[src/source/cpu_config.svh]
`ifndef CPU_CONFIG_SVH
`define CPU_CONFIG_SVH

// Word and bus width
`define CPU_DATA_WIDTH 32

// General register file
`define CPU_REG_COUNT 16
`define CPU_REG_INDEX_WIDTH 4

// Word-addressed program memory
`define CPU_MEM_DEPTH 256
`define CPU_ADDR_WIDTH 8

// Instruction fields
`define CPU_OPCODE_WIDTH 5
`define CPU_IMM_WIDTH 19
`define CPU_IMM_LOW_WIDTH 15

// T-state index
`define CPU_STEP_WIDTH 3

`endif

[src/source/cpuPkg.sv]
`default_nettype none
`include "cpu_config.svh"

package cpuPkg;

    typedef enum logic [`CPU_OPCODE_WIDTH-1:0] {
        opLdi  = 5'b00001,
        opAdd  = 5'b00011,
        opSub  = 5'b00100,
        opMfhi = 5'b11000,
        opMflo = 5'b11001,
        opHalt = 5'b11011
    } opcodeT;

    // Full immediate is {rc, imm}, sign extended from the top bit of rc
    typedef struct packed {
        opcodeT                          opcode;
        logic [`CPU_REG_INDEX_WIDTH-1:0] ra;
        logic [`CPU_REG_INDEX_WIDTH-1:0] rb;
        logic [`CPU_REG_INDEX_WIDTH-1:0] rc;
        logic [`CPU_IMM_LOW_WIDTH-1:0]   imm;
    } instrT;

    typedef logic [`CPU_STEP_WIDTH-1:0] stepT;

    typedef struct packed {
        // Bus sources
        logic pcOut;
        logic mdrOut;
        logic zLowOut;
        logic hiOut;
        logic loOut;
        logic cOut;
        logic rOut;
        // Register loads
        logic marIn;
        logic mdrIn;
        logic irIn;
        logic yIn;
        logic zIn;
        logic rIn;
        logic incPc;
        logic pcLoad;
        // Register index selects
        logic gra;
        logic grb;
        logic grc;
        // Memory read and ALU operation
        logic read;
        logic subtract;
    } ctrlT;

    typedef struct packed {
        logic                       req;
        logic [`CPU_ADDR_WIDTH-1:0] startPc;
        logic [`CPU_DATA_WIDTH-1:0] hiValue;
        logic [`CPU_DATA_WIDTH-1:0] loValue;
    } runReqT;

    typedef struct packed {
        logic                       enable;
        logic [`CPU_ADDR_WIDTH-1:0] addr;
        logic [`CPU_DATA_WIDTH-1:0] data;
    } loadT;

endpackage

`default_nettype wire

[src/source/stepCounter.sv]
`default_nettype none

module stepCounter
    import cpuPkg::*;
(
    input  logic Clock,
    input  logic arstN,
    input  logic clear,
    input  logic advance,
    output stepT step
);

    stepT count;

    // Clear wins over advance so the last step of an instruction returns to T0
    always_ff @(posedge Clock or negedge arstN) begin
        if (!arstN) begin
            count <= '0;
        end else if (clear) begin
            count <= '0;
        end else if (advance) begin
            count <= count + 1'b1;
        end
    end

    assign step = count;

    // The sequencer must halt or clear before the counter runs off its range
    property noWrap;
        @(posedge Clock) disable iff (!arstN)
            (advance && !clear) |-> (count != '1);
    endproperty

    noWrapCheck: assert property (noWrap)
        else $error("stepCounter advanced past the last T-state");

endmodule

`default_nettype wire

[config.mk]
export PLATFORM = sky130hd
export DESIGN_NAME = stepCounter
export DESIGN_NICKNAME = d
export VERILOG_FILES = /design/src/source/cpuPkg.sv /design/src/source/stepCounter.sv
export VERILOG_INCLUDE_DIRS = /design/src /design/src/source
export SDC_FILE = /design/constraint.sdc
export NUM_CORES = 1
export LEC_CHECK = 0
export BUFFER_PORTS_ARGS = -buffer_cell sky130_fd_sc_hd__clkbuf_2
export CAP_MARGIN = 20
export CELL_PAD_IN_SITES_DETAIL_PLACEMENT = 0
export CELL_PAD_IN_SITES_GLOBAL_PLACEMENT = 1
export CORE_AREA = 5 5 42 44
export CTS_CLUSTER_DIAMETER = 30
export DETAILED_ROUTE_END_ITERATION = 8
export DIE_AREA = 0 0 47 49
export PLACE_DENSITY = 0.44
export REMOVE_ABC_BUFFERS = 1
export SETUP_SLACK_MARGIN = 0.1
export SYNTH_ARGS = -nofsm -noshare
export SYNTH_HDL_FRONTEND = slang
export SYNTH_SLANG_ARGS = --single-unit
[constraint.sdc]
create_clock -name Clock -period 1.6 [get_ports Clock]
set_input_delay 0.32 -clock Clock [delete_from_list [all_inputs] [get_ports Clock]]
set_output_delay 0.32 -clock Clock [all_outputs]
set_load 0.03 [all_outputs]
==> results of run 1 <==
## kinds of logic (layout without fill, tap and decap cells)
family	count (synthesis)	count (layout)	share of synthesized area, %
AOI/OAI and AO/OA	2	2	11.0
buffers and inverters	0	11	0
and+or+nand+nor	3	3	11.0
muxes	1	1	7.34
xor gates and xnor gates	1	1	6.42
DFF	3	3	55.0
adders and majority gates	1	1	9.17
## timing repair
item | 4_1_cts | 5_1_grt
endpoints found under the hold margin | 3 | 0
buffers inserted | 0 | 0
hold buffers | 1 | 0
## path summary, 6_finish.rpt
| kind | to | start | slack, ns | cells past startpoint |
|---|---|---|---|---|
| worst min register to register | step[2] | step[2] | 0.55 | 2 |
| worst max-delay path | step[1] | step[1] | 0.46 | 1 |
| worst max register to register | step[2] | step[0] | 0.58 | 3 |
| min in group asynchronous | step[0] | arstN | 0.43 | 2 |
| max in group asynchronous | step[2] | arstN | 1.05 | 2 |
| worst min-delay path | step[0] | clear | 0.28 | 2 |
## power groups by stage
stage | registers [W] | clock network [W] | logic, W
after floorplan | 0.0000971 | 0 | 0.0000110
after global placement | 0.0000866 | 0 | 0.0000361
after detailed placement | 0.0000872 | 0 | 0.0000362
after CTS | 0.0000863 | 0.000136 | 0.0000383
after global routing | 0.0000870 | 0.000147 | 0.0000419
final | 0.0000863 | 0.000128 | 0.0000376
## per-stage QoR
step                      hold slack, ns  utilization, %  area (um2)  setup WS [ns]  power (W)
final                              0.283            15.9         223          0.461   0.000252
after global routing               0.277            15.9         223          0.414   0.000276
after CTS                          0.275            15.9         223          0.445   0.000261
after detailed placement           0.122            13.3         186          0.571   0.000123
after global placement             0.122            13.3         186          0.601   0.000123
after floorplan                   0.0244               -         136          0.472   0.000108
## cell type report
cell class	instances	area share, %
sequential	3	33.7
multi-input combinational	8	27.5
clock buffer	4	11.8
tap	16	8.99
timing repair buffer	7	18.0
## layout by cell type (no fill, tap or decap)
cell type,count
clkbuf_2,6
clkbuf_4,3
dfrtp_1,3
nor2_1,2
xnor2_1,1
mux2i_1,1
a21bo_2,1
nand3b_1,1
a21oi_1,1
ha_1,1
clkbuf_1,1
dlygate4sd3_1,1
## per-layer routing
layer / vias up / global-route usage, % / wire [um]
li1: 60 / - / -
met1: 54 / 3.97 / 166
met2: 7 / 3.39 / 102
met3: 0 / 4.43 / 47
met4: 0 / 2.76 / 0
met5: - / 0 / 0
==> results.txt, run 1 <==
The run finished with clean final reports. The initial detailed-routing violation count came out at 6. The post-cts resize count came out at 0. The most used flip-flop cell after synthesis is dfrtp_1. The number of synthesis warnings came out at 0.

At the pin with the least slew margin, the transition time is 0.178 ns. The buffer depth of the longest clock path came out at 2. The number of max-capacitance violations reported is 0. The area taken by flip-flops and latches is between 70 and 80 um2. Setup repair after global routing left no endpoint under its margin.

Of all cell types, the one taking the most synthesized area is dfrtp_1. The final period demand of the worst path is between 1 and 1.5 ns. The worst setup path is launched from a flop. STA classifies the critical path endpoint as an output port. The wire length reported by the detailed router came out at 316 um. The filler-free cell count of the finished design is 38.

The delay of the slowest cell on the worst path is about 0.37 ns. The sum of overflow across all layers after global routing is 0. Clock skew on the completed layout was measured at roughly 0.0012 ns.

The post-layout net count is 28. The instance count after placement with tap cells included is 33. The worst hold path belongs to the class input port to flop. Broken down by cell family, the worst path's largest delay share belongs to flip-flops.

The clock slew seen by the registers of the worst setup and hold paths came out at ~0.03 ns. Registers are responsible for 34.2% of the overall power. For this run, the register share of the synthesized area comes to 55.0%. Headroom to the max-slew limit came out at about nine tenths. By startpoint and endpoint, the worst setup path is classified as flop to output port.

The number of clock sinks came out at 3. The floorplan die area is approximately 2300 um2. The number of H-tree branching levels is 1. The analysis attributes to net switching a power of about 0.000062 W.

The number of synthesized flops with an enable pin is 0. The total buffers and inverters traversed by the critical path is 1. The floorplan row count came out at 14.

TritonCTS built the clock tree. In this run, CTS created clock tree buffers numbering 3. The share of synthesized area in the top cell type comes to a little under three fifths. Port buffering added 6 buffers. The number of inserted filler cells in the final layout is ~170. For this run, the total global-route usage over all layers was measured as about 3.6%. The horizontal extent of the die is ~47 um. The average instance area after synthesis came out at 12.4 um2.

The register with the most flip-flops in the layout has 3 of them. The fraction of final layout cells sized beyond drive strength 1 came out at 45.5%. Summed over all failing endpoints, the final setup total negative slack is 0 ns.

The first-pass GRT wire length is around 510 um. The required time of the critical path is 1.28 ns. The gate count after technology mapping came out at 11. By area the synthesized netlist is led by dfrtp_1 55%, ha_1 9.2%, a21bo_2 7.3%, mux2i_1 7.3%, xnor2_1 6.4%. The clock insertion delay at the later pin of the skew report is about 0.23 ns. Routability-driven placement finished with a final weighted congestion of approximately 0.70. By instance count, the leading cell after synthesis is dfrtp_1. The total power density per cell area is 1130 nW/um2. The detailed-route via count came out at 121. The placeable core region is ~1400 um2. Of the total power, combinational logic draws between 10% and 20%. The switching part of the total power is roughly 25%. For this run, asynchronously set or reset flops after synthesis account for 100%. The commonest cells after synthesis are 3 x dfrtp_1, 2 x nor2_1. The synthesized design contains 3 register bits.

The maximum achievable frequency is between 800 and 900 MHz. Compared with the post-synthesis result, the final layout area differs by 63.3%. For this design, the slowest cell found on the critical path is dfrtp_1. The netlist area before placement came out at 136 um2. Dividing the detail-routed wire length by the instance count gives 8.32 um. The largest driver fanout on the critical path is 3. In the routed design, unresolved DRC markers number 0. The die is 49 um tall. For this design the top-level I/O count stands at 7.

The count of final setup violators came out at 0. The final number of max-transition violations is 0. The maximum number of pins on one net before global-route repair is 5. The initial core utilization is roughly a tenth. The post-synthesis cell type count came out at 8. The number of global-route vias before repair is 130.

The remaining antenna violation count after routing came out at 0. The signal arrival time at the worst endpoint is just over 0.8 ns. In this run the static leakage power is 0.113 nW. The average via count per standard cell is approximately 3.2.

The initial antenna violation count came out at 0. The clock network is responsible for between 50 and 60% of the overall power. The highest ir drop seen on vdd is 0.000244 V. Traced cell by cell, the critical path runs through clkbuf_2. The root buffer cell chosen for the clock tree is clkbuf_4. The final critical-path share of the clock period is between 70% and 80%.

The number of inserted diodes is 0. The combined area of the multi-input logic cells came out at roughly 61 um2. Before antenna repair, the detailed router went through 2 iterations.

The cell-internal power came out at 0.000190 W. The final-report hold violation count came out at 0.
Power figures use the tool's default switching activity.
==> inputs of run 2 (changes only) <==
--- a/config.mk
+++ b/config.mk
@@ -14,7 +14,7 @@
 export CTS_CLUSTER_DIAMETER = 30
 export DETAILED_ROUTE_END_ITERATION = 8
 export DIE_AREA = 0 0 47 49
-export PLACE_DENSITY = 0.44
+export PLACE_DENSITY = 0.45
 export REMOVE_ABC_BUFFERS = 1
 export SETUP_SLACK_MARGIN = 0.1
 export SYNTH_ARGS = -nofsm -noshare
==> constraint.sdc (replaced) <==
create_clock -name Clock -period 1 [get_ports Clock]
set_input_delay 0.2 -clock Clock [delete_from_list [all_inputs] [get_ports Clock]]
set_output_delay 0.2 -clock Clock [all_outputs]
set_load 0.03 [all_outputs]
==> results.txt, run 2 (synthesized netlist as in run 1, its figures left out) <==
The remaining antenna violation count after routing is 0 (unchanged). The mean routed wirelength per cell was 8.55 um (was 8.32 um). The type of element capturing the critical path is an output port (unchanged). The number of H-tree branching levels is 1 (unchanged).

The global router's overall resource usage was 3.74% (was 3.60%). The worst setup slack before clock tree synthesis came out at 0.0137 ns (was 0.571 ns). The detailed-route via count is 131 (was 121). The final-report hold violation count is 0 (unchanged).

The delay of the slowest cell on the worst path came out at 0.39 ns (was 0.37 ns). The setup slack on the worst flop-to-flop path came out at -0.01 ns (was 0.58 ns). The number of clock sinks came out at 3 (unchanged). The startpoint of the tightest hold check path was clear (unchanged). The global placer's final weighted congestion came to 0.710 (was 0.699). The total buffers and inverters traversed by the critical path was 2 (was 1). The fraction of final layout cells sized beyond drive strength 1 is 57.7% (was 45.5%). The average via count per standard cell came out at 3.12 (was 3.18). The first-pass GRT wire length came out at 524 um (was 510 um). The buffer cell driving the clock tree root is clkbuf_4 (unchanged). The number of inserted diodes is 0 (unchanged). The largest clock skew in the final design came out at 0.00148 ns (was 0.00115 ns). The class of the tightest hold or removal check is input port to flop (unchanged). The buffer depth of the longest clock path came out at 2 (unchanged). The checks that failed: negative setup slack. The signal arrival time at the worst endpoint is 0.87 ns (was 0.82 ns). The number of buffer cells added on primary ports came to 6 (unchanged).

The critical path launch point is step[0] (was step[1]). The largest driver fanout on the critical path is 2 (was 3). The die outline height came out at 49 um (unchanged). The total power density per cell area came out at 1540 nW/um2 (was 1130 nW/um2). The final number of max-transition violations was 0 (unchanged). The initial core utilization came out at 9.73% (unchanged).

The number of clock buffers inserted by TritonCTS is 3 (unchanged). The post-layout net count is 32 (was 28). The floorplan die area is 2300 um2 (unchanged).

The DRC violation count after routing is 0 (unchanged). The kind of cell with the highest combined delay on the critical path was flip-flops (unchanged). The sum of overflow across all layers after global routing came out at 0 (unchanged).

The clock insertion delay at the later pin of the skew report came to 0.23 ns (about the same). Outcome: finished with violations (was finished, final reports clean). The clock slew seen by the registers of the worst setup and hold paths is 0.04 ns (was 0.03 ns). The slowest cell on the critical path was dfrtp_1 (unchanged). The smallest setup slack after layout is -0.0680 ns (was 0.461 ns). Derived from the worst setup path, the maximum achievable clock frequency is roughly 940 MHz. The number of global-route vias before repair came out at 151 (was 130). The number of optimization iterations in the first detailed-route pass came out at 2 (unchanged). The worst slew slack as a fraction of its limit is 91.5% (was 88.2%). The placeable core region came out at 1400 um2 (unchanged).

The start-to-end type of the worst setup path is flop to output port (unchanged). The signed area change from the synthesized netlist to the final layout is 118% (was 63.3%). The count of final setup violators is 3 (was 0). Highest-count cells in the layout ignoring fill and taps: 3 x clkbuf_4, 3 x clkbuf_2, 3 x buf_8, 3 x dfrtp_1 (was 6 x clkbuf_2, 3 x clkbuf_4, 3 x dfrtp_1, 2 x nor2_1).

The maximum number of pins on one net before global-route repair came out at 5 (unchanged). The initial detailed-routing violation count is 2 (was 6). The highest ir drop seen on vdd came out at 0.000359 V (was 0.000244 V). The reg-to-reg startpoint was step[0] (unchanged). The count of boundary I/O pins is 7 (unchanged). The final period demand of the worst path is approximately 1.1 ns. The horizontal extent of the die was 47 um (unchanged). The placement-stage cell area came out at 201 um2 (was 186 um2).

The proportion of power drawn by combinational gates came out at 24.9% (was 14.9%). The flip-flop count of the largest register after layout came out at 3 (unchanged). The switching part of the total power came out at 24.5% (was 24.7%). The required time of the critical path came out at 0.80 ns (was 1.28 ns). The floorplan row count is 14 (unchanged). The summed area of non-filler cells in the final layout is 298 um2 (was 223 um2). Worst path cell trace: buf_6, buf_8 (was clkbuf_2). The clock network power share is 45.3% (was 50.9%). The total leakage power is 0.149 nW (was 0.113 nW). The switching power total is 0.000112 W (was 0.0000622 W). The number of max-capacitance violations reported came out at 0 (unchanged). The final critical-path share of the clock period is 107%.

The cell-internal power came out at 0.000346 W (was 0.000190 W). The initial antenna violation count came out at 0 (unchanged). The wire length reported by the detailed router came out at 359 um (was 316 um). The critical path startpoint category is a flop (unchanged). The TritonCTS clock tree was built (unchanged).

Setup repair after global routing missed its margin: yes (was no). The relative contribution of sequential cells to total power came out at 29.8% (was 34.2%). The measured slew at the worst slew-check pin is 0.124 ns (was 0.178 ns).
run 2: cell count changes in the layout (fill, tap and decap cells not counted):
cell,previous run,this run
buf_4,0,2
buf_6,0,2
buf_8,0,3
xnor2_1,1,0
xnor2_2,0,1
clkbuf_2,6,3
run 2: worst paths after layout:
check / to / depth (start not counted)
max in group asynchronous: step[1] / 2
min in group asynchronous: step[0] / 2
setup reg to reg: step[2] / 3
setup / recovery: step[0] / 2
hold / removal: step[0] / 2
hold reg to reg: step[2] / 2
run 2: cell type report:
cell class / count / area, um2
multi-input combinational: 8 / 68.8
fill: 165 / 1100
timing repair buffer: 11 / 108
sequential: 3 / 75.1
clock buffer: 4 / 26.3
tap: 16 / 20.0
run 2: routing by layer:
metal,global-route usage (%),vias up,part of all wire [%],wire [um]
li1,-,67,-,-
met1,3.75,55,39,139
met2,4.07,7,42,151
met3,2.21,2,17,62
met4,5.53,0,1.4,5
met5,0,-,0,0
run 2: worst register-to-register path, stage by stage, from the launching register on:
cell and delay (ns):
dfrtp_1 0.39, ha_1 0.22, a21bo_2 0.21, a21oi_1 0.12
run 2: stage by stage:
stage          total power, W  setup TNS, ns  hold slack [ns]  cells  util (%)
6_report             0.000459         -0.128            0.155     42      21.3
5_1_grt              0.000484         -0.239            0.167     42      21.3
4_1_cts              0.000462         -0.189            0.146     41      20.4
3_5_place_dp         0.000208              0          0.00367     35      14.4
3_3_place_gp         0.000207              0          0.00109     35      14.4
2_1_floorplan        0.000173         -0.230          -0.0956     11         -
run 2: power groups by stage:
stage	Combinational [W]	Clock [W]	Sequential, W
floorplan	0.0000176	0	0.000155
global placement	0.0000708	0	0.000136
detailed placement	0.0000715	0	0.000136
CTS	0.000105	0.000222	0.000136
global route	0.000123	0.000223	0.000138
finish	0.000114	0.000208	0.000137
run 2: repair_timing:
action | in CTS | in global routing
hold buffers | 1 | 0
gates resized for setup | 9 | 3
setup endpoints to repair | 5 | 6
pin swaps | 2 | 2
cloned | 0 | 0
setup buffers | 1 | 1
endpoints found under the hold margin | 3 | 0
