[src/source/cpu_config.svh]
`ifndef CPU_CONFIG_SVH
`define CPU_CONFIG_SVH

// Word and bus width
`define CPU_DATA_WIDTH 32

// General register file
`define CPU_REG_COUNT 16
`define CPU_REG_INDEX_WIDTH 4

// Word-addressed program memory
`define CPU_MEM_DEPTH 256
`define CPU_ADDR_WIDTH 8

// Instruction fields
`define CPU_OPCODE_WIDTH 5
`define CPU_IMM_WIDTH 19
`define CPU_IMM_LOW_WIDTH 15

// T-state index
`define CPU_STEP_WIDTH 3

`endif

[src/source/cpuPkg.sv]
`default_nettype none
`include "cpu_config.svh"

package cpuPkg;

    typedef enum logic [`CPU_OPCODE_WIDTH-1:0] {
        opLdi  = 5'b00001,
        opAdd  = 5'b00011,
        opSub  = 5'b00100,
        opMfhi = 5'b11000,
        opMflo = 5'b11001,
        opHalt = 5'b11011
    } opcodeT;

    // Full immediate is {rc, imm}, sign extended from the top bit of rc
    typedef struct packed {
        opcodeT                          opcode;
        logic [`CPU_REG_INDEX_WIDTH-1:0] ra;
        logic [`CPU_REG_INDEX_WIDTH-1:0] rb;
        logic [`CPU_REG_INDEX_WIDTH-1:0] rc;
        logic [`CPU_IMM_LOW_WIDTH-1:0]   imm;
    } instrT;

    typedef logic [`CPU_STEP_WIDTH-1:0] stepT;

    typedef struct packed {
        // Bus sources
        logic pcOut;
        logic mdrOut;
        logic zLowOut;
        logic hiOut;
        logic loOut;
        logic cOut;
        logic rOut;
        // Register loads
        logic marIn;
        logic mdrIn;
        logic irIn;
        logic yIn;
        logic zIn;
        logic rIn;
        logic incPc;
        logic pcLoad;
        // Register index selects
        logic gra;
        logic grb;
        logic grc;
        // Memory read and ALU operation
        logic read;
        logic subtract;
    } ctrlT;

    typedef struct packed {
        logic                       req;
        logic [`CPU_ADDR_WIDTH-1:0] startPc;
        logic [`CPU_DATA_WIDTH-1:0] hiValue;
        logic [`CPU_DATA_WIDTH-1:0] loValue;
    } runReqT;

    typedef struct packed {
        logic                       enable;
        logic [`CPU_ADDR_WIDTH-1:0] addr;
        logic [`CPU_DATA_WIDTH-1:0] data;
    } loadT;

endpackage

`default_nettype wire

[src/source/datapath.sv]
`default_nettype none
`include "cpu_config.svh"

module datapath
    import cpuPkg::*;
(
    input  logic                       Clock,
    input  logic                       arstN,
    input  ctrlT                       ctrl,
    input  runReqT                     runReq,
    input  logic                       startLatch,
    input  logic [`CPU_DATA_WIDTH-1:0] regBusData,
    output logic [`CPU_DATA_WIDTH-1:0] bus,
    output instrT                      instr,
    output logic [`CPU_ADDR_WIDTH-1:0] memAddr,
    input  logic [`CPU_DATA_WIDTH-1:0] memData
);

    logic [`CPU_ADDR_WIDTH-1:0] pc;
    logic [`CPU_ADDR_WIDTH-1:0] mar;
    logic [`CPU_DATA_WIDTH-1:0] mdr;
    instrT                      ir;
    logic [`CPU_DATA_WIDTH-1:0] y;
    logic [`CPU_DATA_WIDTH-1:0] z;
    logic [`CPU_DATA_WIDTH-1:0] hi;
    logic [`CPU_DATA_WIDTH-1:0] lo;
    logic [`CPU_IMM_WIDTH-1:0]  immField;
    logic [`CPU_DATA_WIDTH-1:0] immExt;
    logic [`CPU_DATA_WIDTH-1:0] aluResult;

    assign immField = {ir.rc, ir.imm};
    assign immExt = {{(`CPU_DATA_WIDTH - `CPU_IMM_WIDTH){immField[`CPU_IMM_WIDTH-1]}}, immField};

    // Bus multiplexer selected by the source strobes
    always_comb begin
        bus = '0;
        if (ctrl.pcOut) begin
            bus = {{(`CPU_DATA_WIDTH - `CPU_ADDR_WIDTH){1'b0}}, pc};
        end else if (ctrl.mdrOut) begin
            bus = mdr;
        end else if (ctrl.zLowOut) begin
            bus = z;
        end else if (ctrl.hiOut) begin
            bus = hi;
        end else if (ctrl.loOut) begin
            bus = lo;
        end else if (ctrl.cOut) begin
            bus = immExt;
        end else if (ctrl.rOut) begin
            bus = regBusData;
        end
    end

    assign aluResult = ctrl.subtract ? (y - bus) : (y + bus);

    always_ff @(posedge Clock or negedge arstN) begin
        if (!arstN) begin
            pc <= '0;
            ir <= '0;
        end else begin
            if (startLatch) begin
                pc <= runReq.startPc;
            end else if (ctrl.pcLoad) begin
                pc <= bus[`CPU_ADDR_WIDTH-1:0];
            end else if (ctrl.incPc) begin
                pc <= pc + 1'b1;
            end
            if (ctrl.irIn) begin
                ir <= instrT'(bus);
            end
        end
    end

    always_ff @(posedge Clock) begin
        if (startLatch) begin
            hi <= runReq.hiValue;
            lo <= runReq.loValue;
        end
        if (ctrl.marIn) begin
            mar <= bus[`CPU_ADDR_WIDTH-1:0];
        end
        if (ctrl.mdrIn) begin
            mdr <= ctrl.read ? memData : bus;
        end
        if (ctrl.yIn) begin
            y <= bus;
        end
        if (ctrl.zIn) begin
            z <= aluResult;
        end
    end

    // Memory sees the MAR value being loaded, so the word is ready for MDR in T1
    assign memAddr = ctrl.marIn ? bus[`CPU_ADDR_WIDTH-1:0] : mar;
    assign instr = ir;

    loadSourceCheck: assert property (@(posedge Clock) disable iff (!arstN)
        (ctrl.marIn || ctrl.irIn || ctrl.yIn || ctrl.zIn || ctrl.rIn)
            |-> (ctrl.pcOut || ctrl.mdrOut || ctrl.zLowOut || ctrl.hiOut ||
                 ctrl.loOut || ctrl.cOut || ctrl.rOut))
        else $error("Register loads from an undriven bus");

endmodule

`default_nettype wire

[config.mk]
export PLATFORM = sky130hd
export DESIGN_NAME = datapath
export DESIGN_NICKNAME = d
export VERILOG_FILES = /design/src/source/cpuPkg.sv /design/src/source/datapath.sv
export VERILOG_INCLUDE_DIRS = /design/src /design/src/source
export SDC_FILE = /design/constraint.sdc
export NUM_CORES = 1
export LEC_CHECK = 0
export BUFFER_PORTS_ARGS = -buffer_cell sky130_fd_sc_hd__buf_4
export CORE_MARGIN = 4
export CORE_UTILIZATION = 55
export DETAILED_ROUTE_END_ITERATION = 10
export PLACE_DENSITY_LB_ADDON = 0.12
export SYNTH_ARGS = -nofsm -noshare
export SYNTH_HDL_FRONTEND = slang
export SYNTH_SLANG_ARGS = --single-unit
[constraint.sdc]
create_clock -name Clock -period 5.55 [get_ports Clock]
set_input_delay 0.8325 -clock Clock [delete_from_list [all_inputs] [get_ports Clock]]
set_output_delay 0.8325 -clock Clock [all_outputs]
set_load 0.005 [all_outputs]
==> results of run 1 <==
[worst max-delay path: cells and delay by family]
family,cells,cell delay [ns]
buf+inv,3,0.53
compound gates,12,2.82
simple gates,3,0.92
xor+xnor,1,0.14
fa+ha+maj,1,0.28
[worst paths after layout]
check | cells past startpoint | slack (ns) | end
setup / recovery | 20 | 0.32 | z[30]
hold / removal | 1 | 0.33 | instr[31]
setup reg to reg | 19 | 0.50 | z[30]
hold reg to reg | 2 | 0.48 | mar[7]
max in group asynchronous | 1 | 4.75 | instr[14]
min in group Clock | 1 | 0.47 | hi[29]
[cells in the mapped netlist (24+ instances only)]
master	n
a21o_1	24
nor2_1	67
inv_1	38
nand2_1	64
o21ai_0	49
ha_1	33
mux2_2	48
a221oi_1	24
edfxtp_1	160
xnor2_1	41
a21oi_1	84
clkbuf_1	35
dfrtp_1	40
[cell type report]
cell class	instances	area [um^2]
timing repair buffer	353	2663
sequential	208	5966
clock buffer	34	658.1
inverter	40	150.1
tap	265	331.6
fill	1400	5057
clock inverter	10	56.30
multi-input combinational	688	4836
[per-layer routing]
| metal | global-route usage [%] | wire (um) |
|---|---|---|
| met5 | 0 | 0 |
| met4 | 14.19 | 1774 |
| met3 | 6.171 | 3382 |
| met2 | 52.93 | 17520 |
| met1 | 40.76 | 14190 |
[power groups by stage]
stage               Sequential [uW]  Combinational [uW]  Clock [uW]
floorplan                      2020                 703           0
global placement               2060                1290           0
detailed placement             2060                1310           0
CTS                            2030                1320        1470
global route                   2050                1440        1540
finish                         2030                1330        1450
[registers in the layout, summed over array words and instances (netlist names)]
name / cells
mdr: 32
mar: 8
lo: 32
pc: 8
hi: 32
instr: 32
y: 32
z: 32
[logic make-up (layout without fill, tap and decap cells)]
kind of cell	Yosys count	in the layout
buf+inv	94	437
flops	208	208
compound gates	299	299
mux	51	51
fa+ha+maj	34	34
simple gates	245	245
xor+xnor	59	59
[per-stage QoR]
stage               total power (uW)  hold slack, ns
finish                          4814          0.3327
floorplan                       2722          0.4651
global placement                3345          0.4567
detailed placement              3368          0.4629
CTS                             4816          0.3418
global route                    5022          0.3545
[what timing repair did]
action,CTS,global route
gates resized for setup,0,1
endpoints found under the setup margin,0,7
buffers inserted,0,0
==> impl_metrics.json, run 1 <==
{
  "viasPerCell": 6.058,
  "cts_buffers": 24,
  "antenna_found_initial": 0,
  "synth_cells": 990,
  "area_growth_pct": 31.03,
  "stdcell_count": 1598,
  "yosysTopAreaCell": "edfxtp_1",
  "clk_pin_slew_worst_paths_ns": 0.06,
  "core_mm2": 0.01972,
  "routed_wl_um": 36870,
  "setup_tns_ns": 0,
  "antenna_cells": 0,
  "finalCriticalPeriod_ns": 5.228,
  "syn_area_per_cell_um2": 11.30,
  "grt_pass1_wl_um": 54900,
  "cp-end-kind": "register",
  "synth_top_family_by_area": "compound AO/OA/AOI/OAI gates",
  "drc": 0,
  "max_freq_ghz": 0.1913,
  "hold_violations": 0,
  "fp-row-count": 51,
  "switching_share_pct": 29.26,
  "drt-pass1-iter-count": 5,
  "drive_above_1_share_pct": 34.13,
  "drv_slew": 0,
  "hold_buffers": 0,
  "min_path_type": "in -> async",
  "share_comb_of_total_power_pct": 27.6,
  "nNetsFinal": 1509,
  "gp_congestion": 0.9605,
  "ys_async_sr_fraction_pct": 19.23,
  "synth_warnings": 0,
  "fin_crit_sh_pct": 94.19,
  "irDropWorstVdd_mv": 0.2827,
  "cp_slowest_stage_delay_ns": 0.46,
  "wl_per_cell_um": 23.07,
  "die_w_um": 150.6,
  "design_area_mm2": 0.01466,
  "cts_tree": "yes",
  "seq_area_frac_synth_pct": 53.32,
  "tightest_slew_ns": 1.061,
  "cap_violations": 0,
  "ys_ff_latch": 208,
  "via_count": 9681,
  "dp_hpwl_um": 26610,
  "synth-xor-area-share_pct": 4.619,
  "place_area_mm2": 0.01394,
  "synth_area_leaders": "edfxtp_1, dfrtp_1, mux2_2, a21oi_1, ha_1",
  "grt_max_degree": 81,
  "leakagePower_uw": 0.006315,
  "power.density_mw_per_mm2": 328.4,
  "synth_area_mm2": 0.01119,
  "grt_pass1_vias": 9807,
  "start_util_pct": 56.74,
  "path_class": "in -> reg",
  "dp_cells": 1554,
  "mostFrequentLayoutCells": "buf_4, edfxtp_1, a21oi_1, nor2_1, nand2_1",
  "h-tree-depth": 1,
  "setup_ws_ns": 0.3224,
  "layout_commonest_cell": "buf_4",
  "internal_power_uw": 3405,
  "fp.dieH_um": 150.6,
  "r2r-start": "instr[1]",
  "drtAntennaViolNets": 0,
  "start_kind": "input pin",
  "outcome": "finished clean",
  "cts-root-buf": "clkbuf_16",
  "die_area_mm2": 0.02269,
  "place_ws_ns": -0.3125,
  "crit_top_cell": "buf_4",
  "clock_sinks": 208,
  "clockBufferDepth": 3,
  "io-pin-count": 232,
  "pwr-share-seq_pct": 42.2,
  "cp_data_arrival_time_ns": 5.51,
  "grt-ovfl-total": 0,
  "setup_viol": 0,
  "p_switching_uw": 1409,
  "cp_cell_sequence": "buf_4, nor2b_1, buf_4, a221oi_1, o311a_1, o22a_1, and3_1, and2_1, a21oi_1, xnor2_1, ha_1, a21o_1, a21o_1, a221o_1, o21ai_0, buf_4, o31a_1, o21ai_0, o311a_1, a311o_1",
  "path_max_fanout": 5,
  "synth.distinct_cells": 75,
  "clk_latency_ns": 0.53,
  "drt_iter0_drc": 931,
  "synth_fa_ha_area_share_pct": 3.869,
  "worstSetupStartpoint": "ctrl[14]",
  "synth_flop_cell": "edfxtp_1",
  "final_util_pct": 74.35,
  "fin_skew_ns": 0.01674,
  "synthDominantCellAreaShare_pct": 42.94,
  "synthMuxAreaShare_pct": 5.100,
  "io_buffers": 226,
  "synthSimpleGateAreaFrac_pct": 11.32,
  "critPathRequiredTime_ns": 5.83,
  "clock_power_share_pct": 30.2,
  "synth_nets": 1184,
  "synth_edf_count": 160,
  "track_usage_pct": 31.88,
  "slew_headroom_pct": 29.29,
  "synth_compound_area_share_pct": 18.27,
  "slowest_stage": "nor2b_1"
}
No activity file was read; power rests on OpenSTA's default activity.
==> inputs of run 2 (changes only) <==
Settings changed: CORE_ASPECT_RATIO from default to 1.2, RECOVER_POWER from default to 25.
==> impl_metrics.json, run 2 (same netlist as run 1, synthesis figures left out) <==
{
  "outcome": "complete, but fails checks",
  "violations": "max-capacitance violations, max-slew violations",
  "area_growth_pct": 30.25,
  "drive_above_1_share_pct": 33.66,
  "io_buffers": 226,
  "start_kind": "input pin",
  "finalCriticalPeriod_ns": 5.265,
  "power.density_mw_per_mm2": 329.2,
  "hold_violations": 0,
  "layout_commonest_cell": "buf_4",
  "ff2ff_setup_slack_ns": 0.58,
  "grt_pass1_wl_um": 54380,
  "start_util_pct": 56.62,
  "drc": 0,
  "fin_crit_sh_pct": 94.86,
  "drt-pass1-iter-count": 5,
  "cp_data_arrival_time_ns": 5.51,
  "cts_resized": 0,
  "clk_latency_ns": 0.51,
  "path_class": "in -> reg",
  "setup_viol": 0,
  "cap_violations": 2,
  "routed_wl_um": 35660,
  "place_ws_ns": -0.07819,
  "multiInputGateArea_mm2": 0.004831,
  "finalPower_uw": 4797,
  "antenna_found_initial": 1,
  "viasPerCell": 6.028,
  "min_path_type": "reg -> reg",
  "grt_pass1_vias": 9777,
  "via_count": 9525,
  "clock_sinks": 208,
  "drv_slew": 74,
  "die_area_mm2": 0.02270,
  "h-tree-depth": 1,
  "critPathRequiredTime_ns": 5.79,
  "grt-ovfl-total": 0,
  "drt_iter0_drc": 721,
  "setup_ws_ns": 0.2851,
  "cts_tree": "yes",
  "path_max_fanout": 4,
  "irDropWorstVdd_mv": 0.3566,
  "cp-end-kind": "register",
  "max_freq_ghz": 0.1899,
  "cts_buffers": 22,
  "slew_headroom_pct": -85.20,
  "regArea_mm2": 0.005966,
  "mostFrequentLayoutCells": "buf_4, edfxtp_1, a21oi_1, nor2_1, nand2_1",
  "fillers": 1436,
  "fp.dieH_um": 164.2,
  "cts-root-buf": "clkbuf_16",
  "grt_setup_unrepaired": "no",
  "nNetsFinal": 1497,
  "gp_congestion": 0.9337,
  "grt_max_degree": 81,
  "die_w_um": 138.2,
  "fin_skew_ns": 0.009157,
  "dp_hpwl_um": 26000,
  "track_usage_pct": 30.77,
  "leakagePower_uw": 0.006254,
  "core_mm2": 0.01976,
  "fp-row-count": 56,
  "hold_buffers": 0,
  "post_cts.repair.setup_buffers": 0,
  "drtAntennaViolNets": 0,
  "clk_pin_slew_worst_paths_ns": 0.06,
  "clockBufferDepth": 3,
  "wl_per_cell_um": 22.57,
  "io-pin-count": 232,
  "tightest_slew_ns": 2.778,
  "antenna_cells": 0
}
-- run 2: final cells by class --
type	instances	share of cell area, %
Tap cell	261	2.241
Timing Repair Buffer	343	17.71
Clock buffer	26	4.095
Sequential cell	208	40.94
Multi-Input combinational cell	688	33.15
Clock inverter	14	0.8328
Inverter	40	1.030
-- run 2: where the power goes --
group          internal [uW]  switching, uW
registers               1930           92.0
logic                    633            667
clock network            861            615
total                   3420           1370
-- run 2: worst max-delay path: stages --
cell,delay (ns)
buf_4,0.12
nor2b_1,0.52
buf_4,0.23
a221oi_1,0.07
o311a_1,0.36
o22a_1,0.24
and3_1,0.18
and2_1,0.17
buf_4,0.17
a21oi_1,0.17
xnor2_1,0.09
ha_1,0.29
and4_1,0.25
o2111ai_1,0.11
a21oi_1,0.22
o21ai_0,0.12
buf_4,0.15
o31a_1,0.27
o21ai_0,0.39
o31ai_1,0.19
a311o_1,0.36
-- run 2: worst paths after layout --
| kind | start | endpoint | depth (start not counted) |
|---|---|---|---|
| worst max register to register | instr[1] | z[30] | 20 |
| max in group asynchronous | arstN | instr[4] | 1 |
| worst min-delay path | mar[5] | mar[5] | 1 |
| worst max-delay path | ctrl[14] | z[30] | 21 |
| worst min register to register | mar[5] | mar[5] | 1 |
| min in group asynchronous | arstN | instr[16] | 1 |
-- run 2: stage by stage --
stage               area (um^2)  hold WS [ns]  utilization [%]  instances  setup TNS [ns]
floorplan                 11190        0.4651                -        990               0
finish                    14570        0.4751            73.75       1580               0
global route              14570        0.4952            73.75       1580               0
global placement          13870        0.4567            70.21       1540        -0.01202
detailed placement        13870        0.4649            70.21       1540        -0.07819
CTS                       14590        0.3748            73.85       1580               0
-- run 2: layer usage --
layer,vias up,global-route usage [%],part of all wire (%)
met1,4567,39.85,39
met5,-,0,0
met3,87,5.533,8.8
met4,0,12.08,3.9
met2,491,51.87,48
li1,4380,-,-
==> inputs of run 3 (changes only) <==
--- a/config.mk
+++ b/config.mk
@@ -8,7 +8,8 @@
 export LEC_CHECK = 0
 export BUFFER_PORTS_ARGS = -buffer_cell sky130_fd_sc_hd__buf_4
+export CAP_MARGIN = 20
 export CORE_ASPECT_RATIO = 1.2
 export CORE_MARGIN = 4
-export CORE_UTILIZATION = 55
+export CORE_UTILIZATION = 40
 export DETAILED_ROUTE_END_ITERATION = 10
 export PLACE_DENSITY_LB_ADDON = 0.12
==> constraint.sdc (replaced) <==
create_clock -name Clock -period 5.55 [get_ports Clock]
set_input_delay 0.555 -clock Clock [delete_from_list [all_inputs] [get_ports Clock]]
set_output_delay 0.555 -clock Clock [all_outputs]
set_load 0.005 [all_outputs]
==> impl_metrics.json, run 3 (same netlist as run 1, synthesis figures left out) <==
{
  "internal_power_uw": 3459,
  "share_comb_of_total_power_pct": 26.1,
  "routed_wl_um": 37480,
  "cts_resized": 0,
  "clockBufferDepth": 3,
  "finalCriticalPeriod_ns": 5.002,
  "irDropWorstVdd_mv": 0.2402,
  "io_buffers": 226,
  "outcome": "complete, but fails checks",
  "max_freq_ghz": 0.1999,
  "drive_above_1_share_pct": 32.28,
  "cap_violations": 3,
  "min_path_type": "in -> reg",
  "nNetsFinal": 1477,
  "multiInputGateArea_mm2": 0.004831,
  "gp_congestion": 0.8827,
  "die_area_mm2": 0.03072,
  "setup_viol": 0,
  "h-tree-depth": 1,
  "cts_tree": "yes",
  "clock_power_share_pct": 32.3,
  "antenna_found_initial": 0,
  "drt-pass1-iter-count": 5,
  "viasPerCell": 5.519,
  "hold_ws_ns": 0.2246,
  "switching_share_pct": 28.72,
  "fin_crit_sh_pct": 90.12,
  "hold_buffers": 0,
  "path_max_fanout": 7,
  "core_mm2": 0.02733,
  "clk_latency_ns": 0.53,
  "mostFrequentLayoutCells": "buf_4, edfxtp_1, a21oi_1, nor2_1, nand2_1",
  "pwr-share-seq_pct": 41.7,
  "clock_sinks": 208,
  "grt_setup_unrepaired": "no",
  "leakagePower_uw": 0.006164,
  "track_usage_pct": 23.94,
  "fp-row-count": 66,
  "grt-ovfl-total": 0,
  "grt_max_degree": 81,
  "layout_commonest_cell": "buf_4",
  "hold_violations": 0,
  "drt_iter0_drc": 649,
  "path_class": "in -> reg",
  "area_growth_pct": 30.46,
  "grt_pass1_wl_um": 56750,
  "tightest_slew_ns": 2.892,
  "post_cts.repair.setup_buffers": 0,
  "fin_skew_ns": 0.01442,
  "regArea_mm2": 0.005966,
  "antenna_cells": 0,
  "power.density_mw_per_mm2": 332.5,
  "grt_pass1_vias": 9487,
  "wl_per_cell_um": 22.37,
  "slew_headroom_pct": -92.78,
  "die_w_um": 160.7,
  "start_kind": "input pin",
  "p_switching_uw": 1394,
  "cts-root-buf": "clkbuf_16",
  "dp_hpwl_um": 27670,
  "cp-end-kind": "register",
  "drv_slew": 107,
  "setup_tns_ns": 0,
  "critPathRequiredTime_ns": 5.81,
  "cp_data_arrival_time_ns": 5.27,
  "final_util_pct": 53.40,
  "via_count": 9244,
  "io-pin-count": 232,
  "fp.dieH_um": 191.2,
  "cts_buffers": 24,
  "drtAntennaViolNets": 0,
  "fillers": 2487,
  "start_util_pct": 40.93,
  "drc": 0,
  "clk_pin_slew_worst_paths_ns": 0.06,
  "violations": "max-capacitance violations, max-slew violations"
}
==> run 3: changes by cell type in the layout (fill, tap and decap cells not counted), sizes merged <==
cell,change
buf,-23
clkbuf,+7
clkinv,-1
clkinvlp,-1
==> run 3: through the flow <==
stage | area, um^2 | std cells | total power (uW) | setup WS, ns
2_1_floorplan | 11190 | 990 | 2722 | 0.4208
3_3_place_gp | 13850 | 1631 | 3305 | 0.08112
3_5_place_dp | 13850 | 1631 | 3317 | 0.03466
4_1_cts | 14620 | 1675 | 4891 | 0.5687
5_1_grt | 14600 | 1675 | 5092 | 0.1860
6_report | 14600 | 1675 | 4853 | 0.5483
==> run 3: power by group through the flow <==
stage                     Clock (uW)  Sequential (uW)  Combinational (uW)
final                           1570             2020                1260
after global routing            1670             2040                1390
after CTS                       1600             2020                1270
after detailed placement           0             2050                1270
after global placement             0             2050                1260
after floorplan                    0             2020                 703
==> run 3: layout make-up <==
cell class | instances | area share [%]
flip-flops and latches | 208 | 40.87
multi-input cells | 688 | 33.10
repair buffers | 321 | 16.53
clock buffers | 32 | 4.535
well taps | 374 | 3.206
inverters | 40 | 1.029
clock inverters | 12 | 0.7372
==> run 3: worst paths after layout <==
path | startpoint | end | slack, ns | cells after the start
min in group asynchronous | arstN | instr[26] | 0.97 | 1
setup reg to reg | mdr[0] | z[30] | 0.62 | 19
hold reg to reg | mar[4] | mar[4] | 0.48 | 1
setup / recovery | ctrl[14] | z[30] | 0.55 | 21
max in group asynchronous | arstN | pc[4] | 2.95 | 1
hold / removal | runReq[15] | lo[15] | 0.22 | 1
==> run 3: metal layers <==
| metal | global-route usage (%) | vias to the layer above | share of wire [%] | wire length, um |
|---|---|---|---|---|
| met5 | 0 | - | 0 | 0 |
| met4 | 6.157 | 0 | 2.1 | 779 |
| met3 | 4.788 | 49 | 7.4 | 2776 |
| met2 | 40.51 | 368 | 48 | 17870 |
| met1 | 31.61 | 4478 | 43 | 16050 |
| li1 | - | 4349 | - | - |
==> run 3: critical path: stages <==
cell,delay [ns]
buf_4,0.11
nor2b_1,0.66
buf_4,0.26
a221oi_1,0.07
o31ai_1,0.27
buf_4,0.16
a31oi_1,0.09
and3_1,0.17
and2_1,0.17
a21oi_1,0.18
xnor2_1,0.14
ha_1,0.30
a21o_1,0.21
a21o_1,0.17
a221o_1,0.36
o21ai_0,0.17
buf_4,0.15
o31a_1,0.20
o21ai_0,0.21
o311a_1,0.38
a311o_1,0.27
