**config.mk**
```make
export PLATFORM = sky130hd
export DESIGN_NAME = controlSequencer
export DESIGN_NICKNAME = d
export VERILOG_FILES = /design/src/source/cpuPkg.sv /design/src/source/controlSequencer.sv
export VERILOG_INCLUDE_DIRS = /design/src /design/src/source
export SDC_FILE = /design/constraint.sdc
export NUM_CORES = 1
export LEC_CHECK = 0
export ABC_AREA = 1
export BUFFER_PORTS_ARGS = -buffer_cell sky130_fd_sc_hd__buf_4
export CAP_MARGIN = 10
export CORE_ASPECT_RATIO = 1.25
export CORE_MARGIN = 4
export CORE_UTILIZATION = 26
export CTS_BUF_LIST = sky130_fd_sc_hd__clkbuf_4 sky130_fd_sc_hd__clkbuf_8
export DETAILED_ROUTE_END_ITERATION = 7
export GPL_TIMING_DRIVEN = 0
export PLACE_DENSITY = 0.89
export SLEW_MARGIN = 20
export SYNTH_ARGS = -nofsm -noshare
export SYNTH_HDL_FRONTEND = slang
export SYNTH_SLANG_ARGS = --single-unit
```
**constraint.sdc**
```tcl
create_clock -name Clock -period 2.7 [get_ports Clock]
set_input_delay 0.54 -clock Clock [delete_from_list [all_inputs] [get_ports Clock]]
set_output_delay 0.54 -clock Clock [all_outputs]
set_load 0.005 [all_outputs]
```
**src/source/cpu_config.svh**
```systemverilog
`ifndef CPU_CONFIG_SVH
`define CPU_CONFIG_SVH

// Word and bus width
`define CPU_DATA_WIDTH 32

// General register file
`define CPU_REG_COUNT 16
`define CPU_REG_INDEX_WIDTH 4

// Word-addressed program memory
`define CPU_MEM_DEPTH 256
`define CPU_ADDR_WIDTH 8

// Instruction fields
`define CPU_OPCODE_WIDTH 5
`define CPU_IMM_WIDTH 19
`define CPU_IMM_LOW_WIDTH 15

// T-state index
`define CPU_STEP_WIDTH 3

`endif

```
**src/source/cpuPkg.sv**
```systemverilog
`default_nettype none
`include "cpu_config.svh"

package cpuPkg;

    typedef enum logic [`CPU_OPCODE_WIDTH-1:0] {
        opLdi  = 5'b00001,
        opAdd  = 5'b00011,
        opSub  = 5'b00100,
        opMfhi = 5'b11000,
        opMflo = 5'b11001,
        opHalt = 5'b11011
    } opcodeT;

    // Full immediate is {rc, imm}, sign extended from the top bit of rc
    typedef struct packed {
        opcodeT                          opcode;
        logic [`CPU_REG_INDEX_WIDTH-1:0] ra;
        logic [`CPU_REG_INDEX_WIDTH-1:0] rb;
        logic [`CPU_REG_INDEX_WIDTH-1:0] rc;
        logic [`CPU_IMM_LOW_WIDTH-1:0]   imm;
    } instrT;

    typedef logic [`CPU_STEP_WIDTH-1:0] stepT;

    typedef struct packed {
        // Bus sources
        logic pcOut;
        logic mdrOut;
        logic zLowOut;
        logic hiOut;
        logic loOut;
        logic cOut;
        logic rOut;
        // Register loads
        logic marIn;
        logic mdrIn;
        logic irIn;
        logic yIn;
        logic zIn;
        logic rIn;
        logic incPc;
        logic pcLoad;
        // Register index selects
        logic gra;
        logic grb;
        logic grc;
        // Memory read and ALU operation
        logic read;
        logic subtract;
    } ctrlT;

    typedef struct packed {
        logic                       req;
        logic [`CPU_ADDR_WIDTH-1:0] startPc;
        logic [`CPU_DATA_WIDTH-1:0] hiValue;
        logic [`CPU_DATA_WIDTH-1:0] loValue;
    } runReqT;

    typedef struct packed {
        logic                       enable;
        logic [`CPU_ADDR_WIDTH-1:0] addr;
        logic [`CPU_DATA_WIDTH-1:0] data;
    } loadT;

endpackage

`default_nettype wire

```
**src/source/controlSequencer.sv**
```systemverilog
`default_nettype none

module controlSequencer
    import cpuPkg::*;
(
    input  logic   Clock,
    input  logic   arstN,
    input  runReqT runReq,
    output logic   runAck,
    input  stepT   step,
    input  opcodeT opcode,
    output ctrlT   ctrl,
    output logic   stepClear,
    output logic   stepAdvance,
    output logic   startLatch
);

    typedef enum logic [1:0] {
        stIdle,
        stStart,
        stExecute,
        stDone
    } runStateT;

    runStateT state;
    runStateT stateNext;
    logic     lastStep;
    logic     halting;

    always_ff @(posedge Clock or negedge arstN) begin
        if (!arstN) begin
            state <= stIdle;
        end else begin
            state <= stateNext;
        end
    end

    // Strobes for each T-state of the current instruction
    always_comb begin
        ctrl = '0;
        lastStep = 1'b0;
        halting = 1'b0;
        if (state == stExecute) begin
            case (step)
                3'd0: begin
                    ctrl.pcOut = 1'b1;
                    ctrl.marIn = 1'b1;
                    ctrl.incPc = 1'b1;
                end
                3'd1: begin
                    ctrl.read = 1'b1;
                    ctrl.mdrIn = 1'b1;
                end
                3'd2: begin
                    ctrl.mdrOut = 1'b1;
                    ctrl.irIn = 1'b1;
                end
                3'd3: begin
                    case (opcode)
                        opLdi, opMfhi, opMflo: begin
                            ctrl.cOut = (opcode == opLdi);
                            ctrl.hiOut = (opcode == opMfhi);
                            ctrl.loOut = (opcode == opMflo);
                            ctrl.gra = 1'b1;
                            ctrl.rIn = 1'b1;
                            lastStep = 1'b1;
                        end
                        opAdd, opSub: begin
                            ctrl.grb = 1'b1;
                            ctrl.rOut = 1'b1;
                            ctrl.yIn = 1'b1;
                        end
                        // HALT and any unknown opcode
                        default: halting = 1'b1;
                    endcase
                end
                // Only ADD and SUB reach T4 and T5
                3'd4: begin
                    ctrl.grc = 1'b1;
                    ctrl.rOut = 1'b1;
                    ctrl.zIn = 1'b1;
                    ctrl.subtract = (opcode == opSub);
                end
                3'd5: begin
                    ctrl.zLowOut = 1'b1;
                    ctrl.gra = 1'b1;
                    ctrl.rIn = 1'b1;
                    lastStep = 1'b1;
                end
                default: halting = 1'b1;
            endcase
        end
    end

    always_comb begin
        stateNext = state;
        case (state)
            stIdle:    if (runReq.req) stateNext = stStart;
            stStart:   stateNext = stExecute;
            stExecute: if (halting) stateNext = stDone;
            stDone:    if (!runReq.req) stateNext = stIdle;
            default:   stateNext = stIdle;
        endcase
    end

    assign startLatch = (state == stStart);
    assign stepClear = startLatch || lastStep || halting;
    assign stepAdvance = (state == stExecute) && !lastStep && !halting;
    assign runAck = (state == stDone);

    busSourceCheck: assert property (@(posedge Clock) disable iff (!arstN)
        $onehot0({ctrl.pcOut, ctrl.mdrOut, ctrl.zLowOut, ctrl.hiOut,
                  ctrl.loOut, ctrl.cOut, ctrl.rOut}))
        else $error("More than one bus source strobe active");

    // Ack must have dropped one clock after the host released req
    ackReleaseCheck: assert property (@(posedge Clock) disable iff (!arstN)
        !runReq.req [*2] |-> !runAck)
        else $error("runAck still high after req stayed low");

endmodule

`default_nettype wire

```
==> metrics.txt, run 1 <==
run status=finished, final reports clean; M3 GR Usage=0%; GPL Wtd Cong=0.759; Area after DPL=between 700 and 800 µm²; VDD IR max=0.389 mV; RSZ-0062 raised after global routing=no; CP endpoint kind=primary output; Int Pwr=between 0.2 and 0.25 mW; Boundary Pins=107; P&R area growth vs syn=60.7%; Post-Syn Area=484 µm²; worst-case clock skew=approximately 0.13 ps; hpwl dp=around 1.2 mm; top flop regs=state: 2 flops; post-cts gate resize count=0; Netlist cell types=21; Clock Tree Buf Depth=2; cts hold-fix bufs=0; PwrDens=533 nW/µm²; met1 usage=roughly a tenth; Initial Utilization=27.4%; register bit total from synthesis=2; post-synthesis cell count=80; CTS tree=yes; initial antenna violation count=0; final net count=roughly 200; NetSw=0.177 mW; syn_nets=168; Fmax=roughly 430 MHz; Worst Hold Class=in2async; final slew viol count=0; vias=about 600; Die Y=56.3 µm; largest family of logic cells by synthesized area=simple AND/OR/NAND/NOR gates; switching part of the total=a little over two fifths; Static Leak=around 0.46 nW; total die area=about 2600 µm²; Core Region=between 1500 and 2000 µm²; GRT Util Overall=10.6%; wire per inst=approximately 9.6 µm; Critical Path Max Stage Delay=400 ps; Yosys warnings=0; FILL cells=just over 200; register area share after synthesis=10.3%; DRC viols=0; Post-CTS Setup Inserts=0; Synth Area in Adders=approximately an eighth; grt ovf=0; Max Cap Viol=0; Worst Path Required=between 2000 and 2500 ps; setup TNS=0 ps; post-layout minimum cycle time=roughly 2300 ps; Hold Fails Final Rpt=0; DRT iter0 DRCs=5; Num CTS Buffers=3; gr busiest metal=met2; Seq pwr share=15.3%; worst-path fanout max=7; port buffer count=33; share of layout cells above drive strength 1=between 40% and 50%; final setup fails=0; Setup Crit Path Kind=reg2out; Final Instance Area=~800 µm²; CTS Sinks=2; simple logic cell fraction of the synthesized area=between 40% and 50%; diode count=0; FP Rows=17; Routed WL=between 1 and 1.5 mm; clk slew on worst S/H paths=30 ps; clock power share=between 10% and 20%; post-route ant nets=0; complex-gate fraction of the synthesized area=between 4 and 5%; period utilization=roughly 87%; drt pass-1 iters=3; Die Wd=~47 µm; total power=0.415 mW; CP cell instances=inv_1, ha_1, nand2_2, nor2_1, inv_1, nor2_1, buf_4, buf_4; Vias per Instance=between 4 and 5; CTS root buffer=clkbuf_4; vias in the first global route=roughly 570; Most flops, register=state; met2 usage=around 22%; XOR/XNOR share of the synthesized area=0%; mux contribution to synthesized area=just over 2%; max reg flops=2; Slowest cell on crit path=dfrtp_1; first-pass GRT wire length=roughly 2.1 mm; Worst-Skew Late Latency=~220 ps; CP Launch Type=flip-flop; mean post-synth cell area=just over 6 µm²; Worst EP arrival=around 1800 ps; CTS H-tree lvls=1; largest net degree at the start of global routing=8; Logic pwr share=between 60% and 70%
kinds of logic (layout without fill, tap and decap cells):
family                     after synthesis  in the layout
adders and majority gates                5              5
AOI/OAI and AO/OA                        4              4
buffers and inverters                   20             56
DFF                                      2              2
other                                    1              1
muxes                                    1              1
and+or+nand+nor                         47             47
Yosys cell counts, drive strengths merged:
library cell	n	share of area (%)
o21ai	3	3.1
mux2i	1	2.1
inv	11	8.5
dfrtp	2	10
clkinv	1	0.77
nor2	16	15
buf	8	12
nand3	5	7.8
nor3	4	5.2
nand4	1	1.3
or2	1	1.3
ha	5	13
conb	1	0.77
nand2	20	18
a21oi	1	1.0
path summary, 6_finish.rpt:
path                       slack [ps]     start  endpoint  depth (start not counted)
max                               350  state[0]   ctrl[9]                          8
min                               100     arstN  state[0]                          1
max reg2reg                      1330  state[0]  state[0]                          5
min reg2reg                       540  state[0]  state[0]                          2
max in group asynchronous        2520     arstN  state[1]                          1
min in group Clock                540  state[0]  state[0]                          2
metrics by stage:
| stage | instances | hold slack (ps) | setup slack (ps) | util [%] |
|---|---|---|---|---|
| after global routing | 135 | 77.1 | 140 | 44.1 |
| after detailed placement | 132 | 325 | 540 | 42.8 |
| after CTS | 135 | 83.1 | 296 | 44.1 |
| after floorplan | 80 | 244 | 811 | - |
| final | 135 | 95.4 | 355 | 44.1 |
| after global placement | 132 | 322 | 623 | 42.8 |
critical path, delay by kind of cell, from the launching register on:
| kind | cells | cell delay [ps] |
|---|---|---|
| buf+inv | 4 | 420 |
| fa+ha+maj | 1 | 330 |
| flops | 1 | 400 |
| simple gates | 3 | 430 |
area by class of cell:
cell class	count	area, µm²	share of cell area (%)
Multi-Input combinational cell	58	329	42.3
Timing Repair Buffer	33	248	31.8
Buffer	8	60.1	7.72
Sequential cell	2	50.0	6.43
Inverter	12	45.0	5.79
Tap cell	19	23.8	3.05
Clock buffer	3	22.5	2.89
power by group through the flow:
stage,logic (mW),clock network (mW),registers (mW)
CTS,0.294,0.0705,0.0635
floorplan,0.176,0,0.0604
global route,0.331,0.0742,0.0664
detailed placement,0.290,0,0.0640
finish,0.287,0.0646,0.0634
global placement,0.273,0,0.0621
placed cells by master (no fill, tap or decap), types with 2 or more instances in the layout:
cell      count
clkbuf_4      3
buf_4        41
nand2_2       4
nor3_1        3
inv_1        11
nand3_1       4
ha_1          5
nor2_1       13
nor2_2        2
nand2_1      16
o21ai_1       2
dfrtp_1       2
per-layer routing:
metal	up-vias	routed length [µm]
met5	-	0
met1	272	377
met2	19	823
met4	0	0
li1	308	-
met3	0	102
(Power assumes the default switching activity.)
==> run 2: changes to the inputs <==
--- a/config.mk
+++ b/config.mk
@@ -16,6 +16,7 @@
 export DETAILED_ROUTE_END_ITERATION = 7
 export GPL_TIMING_DRIVEN = 0
 export PLACE_DENSITY = 0.89
+export SETUP_SLACK_MARGIN = 0.5
 export SLEW_MARGIN = 20
 export SYNTH_ARGS = -nofsm -noshare
 export SYNTH_HDL_FRONTEND = slang
==> run 2 against run 1 <==
  * Total power rose by 7.2%
  * Via count decreased by 0.50%
  * Die area did not move
  * Hold slack hardly changed
  * Clock skew unchanged
==> metrics.txt, run 2 (same netlist as run 1, synthesis figures left out) <==
run status=finished, final reports clean; reg2reg end=state[0]; period utilization=76.4% (-10 points); Slowest cell on crit path=buf_4; FP Rows=17 (unchanged); P&R area growth vs syn=69.3%; CTS Sinks=2 (unchanged); Area after DPL=756 µm² (unchanged); Int Pwr=0.254 mW (+6.9%); Met1 Wirelength=388 µm (+2.9%); worst-case clock skew=0.131 ps (unchanged); Worst Path Required=2160 ps (about the same); share of layout cells above drive strength 1=53.8% (+7.3 points); CTS root buffer=clkbuf_4; Initial Utilization=27.4% (unchanged); Place WS=540 ps (unchanged); grt ovf=0 (unchanged); Die Y=56.3 µm (unchanged); Max Cap Viol=0 (unchanged); DRT iter0 DRCs=6 (+1); Boundary Pins=107 (unchanged); final setup fails=0 (unchanged); clk slew on worst S/H paths=30 ps (about the same); Final Instance Area=820 µm² (+5.3%); vias=596 (-0.50%); cell count after placement=132 (unchanged); Setup Crit Path Kind=in2out; detailed-routed wire length on met2=814 µm (-1.1%); DRC viols=0 (unchanged); vias in the first global route=574 (+0.17%); PwrDens=542 nW/µm² (+1.8%); CTS tree=yes; worst-path fanout max=3 (-4); final net count=207 (+0.49%); Non-Filler Instances=136 (+0.74%); Core Region=1770 µm² (unchanged); setup TNS=0 ps (unchanged); GRT Util Overall=10.6% (-0.061 points); register-to-register setup slack=1360 ps (+30 ps); CP Launch Type=input port; port buffer count=33 (unchanged); VDD IR max=0.416 mV (+6.9%); top flop regs=state: 2 flops; CP cell instances=buf_4, nor2_4, nand2_2, nor2_4, o21ai_2, o21ai_1, nand2_1, inv_2, buf_4, buf_4; largest net degree at the start of global routing=8 (unchanged); wire per inst=9.58 µm (-0.66%); cell mode on critical path=buf_4; FILL cells=196 (-3.4%); final slew viol count=0 (unchanged); Num CTS Buffers=3 (unchanged); Logic pwr share=70.1% (+1.0 points); Clock Tree Buf Depth=2 (unchanged); drt pass-1 iters=2 (-1); first-pass GRT wire length=2.13 mm (-0.61%); Static Leak=0.462 nW (+0.59%); Fmax=485 MHz (+14%); Seq pwr share=15.3% (about the same); GPL Wtd Cong=0.759 (unchanged); Worst EP arrival=1520 ps (-290 ps); cells on worst reg2reg path=6 (+1); Die Wd=46.6 µm (unchanged); setup ws final=638 ps (+283 ps); most frequent cells in the layout=buf_4, nand2_1, nor2_1; switching part of the total=42.9% (+0.19 points); CP Depth=10 (+2); clock power share=14.5% (-1.1 points); post-route ant nets=0 (unchanged); Hold Fails Final Rpt=0 (unchanged); critical path's top delay family=simple AND/OR/NAND/NOR gates; max reg flops=2 (unchanged); reg2reg start=state[0]; hpwl dp=1.18 mm (unchanged); Routed WL=1.30 mm (about the same); Most flops, register=state; diode count=0 (unchanged); area of the multi-input gates=363 µm² (+10%); RSZ-0062 raised after global routing=no; Critical Path Max Stage Delay=130 ps (-270 ps); post-layout minimum cycle time=2060 ps (-283 ps); CP endpoint kind=primary output; NetSw=0.191 mW (+7.7%); top sig layer=met3; WL met3=100 µm (-2.0%); Vias per Instance=4.38 (-1.2%); Worst-Skew Late Latency=220 ps (about the same); total die area=2620 µm² (unchanged); Worst Hold Class=in2async; cts hold-fix bufs=0 (unchanged); CTS H-tree lvls=1 (unchanged); Final Util=46.4% (+2.3 points); register area=50.0 µm² (unchanged); leading cell type in the layout, fill and taps excluded=buf_4; Buf+Inv Stages, Crit Path=4 (unchanged); initial antenna violation count=0 (unchanged)
run 2: how the worst max path moves through the flow:
stage	start	slack, ps	to
2_1_floorplan	state[0]	810	ctrl[9]
3_3_place_gp	state[0]	620	ctrl[9]
3_5_place_dp	state[0]	540	ctrl[9]
4_1_cts	state[0]	540	ctrl[9]
5_1_grt	opcode[3]	510	ctrl[7]
6_report	opcode[3]	640	ctrl[7]
run 2: what timing repair did:
item | CTS | global route
pin swaps | 0 | 3
endpoints found under the setup margin | 7 | 5
setup buffers | 0 | 1
endpoints found under the hold margin | 0 | 0
gates resized for setup | 4 | 6
run 2: layout make-up:
cell class / instances / share of cell area, %
Buffer: 8 / 7.33
Clock buffer: 3 / 2.75
Inverter: 12 / 5.50
Multi-Input combinational cell: 58 / 44.3
Sequential cell: 2 / 6.11
Tap cell: 19 / 2.90
Timing Repair Buffer: 34 / 31.1
run 2: routing by layer:
layer | vias to the layer above | global-route usage [%]
li1 | 310 | -
met1 | 269 | 9.20
met2 | 17 | 22.0
met3 | 0 | 0
met4 | 0 | 4.88
met5 | - | 0
run 2: power groups by stage:
stage | Sequential (mW) | Clock [mW] | Combinational, mW
after floorplan | 0.0604 | 0 | 0.176
after global placement | 0.0621 | 0 | 0.273
after detailed placement | 0.0640 | 0 | 0.290
after CTS | 0.0681 | 0.0705 | 0.309
after global routing | 0.0711 | 0.0742 | 0.356
final | 0.0681 | 0.0646 | 0.312
run 2: stage by stage:
stage	hold WS, ps	total power [mW]
finish	95.4	0.445
global route	77.1	0.501
CTS	83.1	0.447
detailed placement	325	0.354
global placement	322	0.335
floorplan	244	0.237
run 2: worst reg2reg max path, delay by kind of cell, from the launching register on:
family	cells	cell delay [ps]
flip-flops	1	400
AND/OR/NAND/NOR	3	430
buffers and inverters	2	230
adder cells (fa/ha/maj)	1	170
==> run 3: changes to the inputs <==
--- a/config.mk
+++ b/config.mk
@@ -11,11 +11,11 @@
 export CAP_MARGIN = 10
 export CORE_ASPECT_RATIO = 1.25
 export CORE_MARGIN = 4
-export CORE_UTILIZATION = 26
+export CORE_UTILIZATION = 24
 export CTS_BUF_LIST = sky130_fd_sc_hd__clkbuf_4 sky130_fd_sc_hd__clkbuf_8
 export DETAILED_ROUTE_END_ITERATION = 7
 export GPL_TIMING_DRIVEN = 0
-export PLACE_DENSITY = 0.89
+export PLACE_DENSITY = 0.83
 export SETUP_SLACK_MARGIN = 0.5
 export SLEW_MARGIN = 20
 export SYNTH_ARGS = -nofsm -noshare
==> constraint.sdc (replaced) <==
create_clock -name Clock -period 1.9 [get_ports Clock]
set_input_delay 0.38 -clock Clock [delete_from_list [all_inputs] [get_ports Clock]]
set_output_delay 0.38 -clock Clock [all_outputs]
set_load 0.005 [all_outputs]
==> run 3 against run 2 <==
  * Hold slack gained 390 ps
  * Via count grew 11%
  * Clock-buffer cell count unchanged
  * Clock skew increased by 3.7 ps
  * Sequential cell count unchanged
  * Routed wire length increased by 29%
  * Utilization is 11 points higher
  * Critical path depth down 3
==> metrics.txt, run 3 (same netlist as run 1, synthesis figures left out) <==
CP cell instances=inv_2, ha_4, nand2_4, nor2_4, nand4_1, nor3_2, buf_4; CTS Sinks=2 (unchanged); DRT iter0 DRCs=3 (-3); P&R area growth vs syn=121%; final net count=219 (+5.8%); wire per inst=11.3 µm (+18%); Worst Hold Class=in2async; vias in the first global route=721 (+26%); vias=664 (+11%); Boundary Pins=107 (unchanged); Worst Path Required=1520 ps (-640 ps); Vias per Instance=4.49 (+2.4%); Routed WL=1.68 mm (+29%); GRT Util Overall=13.6% (+3.0 points); leading cell type in the layout, fill and taps excluded=buf_4; clk slew on worst S/H paths=30 ps (about the same); hpwl dp=1.17 mm (-1.0%); CTS root buffer=clkbuf_4; Core Region=1850 µm² (+4.8%); Initial Utilization=26.2% (-1.3 points); RSZ-0062 raised after global routing=yes; worst-path fanout max=2 (-1); drt pass-1 iters=3 (+1); reg2reg end=state[0]; M3 GR Usage=2.48% (+2.5 points); share of layout cells above drive strength 1=70.5% (+17 points); FP Rows=17 (unchanged); gr busiest metal=met2; final setup fails=0 (unchanged); Die Y=58.2 µm (+3.5%); Max Cap Viol=0 (unchanged); grt ovf=0 (unchanged); worst-case clock skew=3.80 ps (+3.67 ps); Fmax=~560 MHz; post-route ant nets=0 (unchanged); CP startpoint=state[0]; CTS H-tree lvls=1 (unchanged); top flop regs=state: 2 flops; largest net degree at the start of global routing=7 (-1); met1 usage=13.3% (+4.1 points); setup TNS=0 ps (unchanged); GPL Wtd Cong=0.676 (-11%); total die area=2800 µm² (+7.0%); Slowest cell on crit path=dfrtp_1; CTS tree=yes; cells on worst reg2reg path=9 (+3); register-to-register setup slack=350 ps (-1010 ps); Static Leak=0.557 nW (+21%); Clock Tree Buf Depth=2 (unchanged); reg2reg start=state[1]; Worst-Skew Late Latency=220 ps (about the same); Final Util=57.8% (+11 points); Hold Fails Final Rpt=0 (unchanged); first-pass GRT wire length=2.79 mm (+31%); met2 usage=24.3% (+2.2 points); Num CTS Buffers=3 (unchanged); max reg flops=2 (unchanged); diode count=0 (unchanged); Critical Path Max Stage Delay=390 ps (+260 ps); Setup Crit Path Kind=reg2out; initial antenna violation count=0 (unchanged); VDD IR max=0.581 mV (+40%); period utilization=a little over nine tenths; post-layout minimum cycle time=approximately 1800 ps; run status=finished, final reports clean; Worst EP arrival=1400 ps (-120 ps); CP Launch Type=flip-flop; FILL cells=165 (-16%); CP endpoint kind=primary output; port buffer count=33 (unchanged); crit path to=ctrl[16]; Die Wd=48.2 µm (+3.4%); final slew viol count=0 (unchanged); DRC viols=0 (unchanged); most frequent cells in the layout=buf_4, buf_6, nand2_1; Most flops, register=state; PwrDens=860 nW/µm² (+58%)
## run 3: cell types whose count changed in the layout (fill, tap and decap cells not counted), sizes merged
cell         before  now
buf              42   53
dlygate4sd3       0    1
## run 3: worst min-delay path by stage
stage                     startpoint  endpoint  slack [ps]
after CTS                      arstN  state[0]         460
after detailed placement       arstN  state[0]         160
after global routing           arstN  state[0]         490
final                          arstN  state[0]         480
after global placement         arstN  state[1]         160
after floorplan                arstN  state[0]          80
## run 3: report_power, final
part	internal [mW]	leakage, nW	switching (mW)
clock network	0.0695	0.0138	0.0222
registers	0.0694	0.0230	0.0270
logic	0.390	0.520	0.342
## run 3: stage by stage
step	worst slack (ps)	instance area (µm²)	cells	hold WS, ps	power (mW)
2_1_floorplan	440	529	80	84.4	0.377
3_3_place_gp	189	801	132	162	0.529
3_5_place_dp	172	801	132	163	0.549
4_1_cts	111	1020	146	464	0.849
5_1_grt	2.72	1070	148	486	1.01
6_report	116	1070	148	482	0.920
## run 3: layer usage
| metal | up-vias | wire length [µm] |
|---|---|---|
| li1 | 338 | - |
| met1 | 304 | 507 |
| met2 | 20 | 1060 |
| met3 | 2 | 93 |
| met4 | 0 | 15 |
| met5 | - | 0 |
## run 3: critical path, delay by kind of cell (launching register included)
family                     cells  cell delay [ps]
adders and majority gates      1              140
and+or+nand+nor                4              430
DFF                            1              390
buffers and inverters          2              210
## run 3: cell type report
cell class,instances,area [µm²],share of cell area (%)
inverter,12,47.5,4.44
multi-input combinational,58,459,42.9
timing repair buffer,46,394,36.8
buffer,8,71.3,6.67
sequential,2,51.3,4.80
clock buffer,3,22.5,2.11
tap,19,23.8,2.22
## run 3: timing repair
item                                    4_1_cts  5_1_grt
hold endpoints to repair                      2        0
resized for setup                            28        7
pin swaps                                    10        4
setup buffers                                10        2
hold buffers                                  1        0
endpoints found under the setup margin       22       25
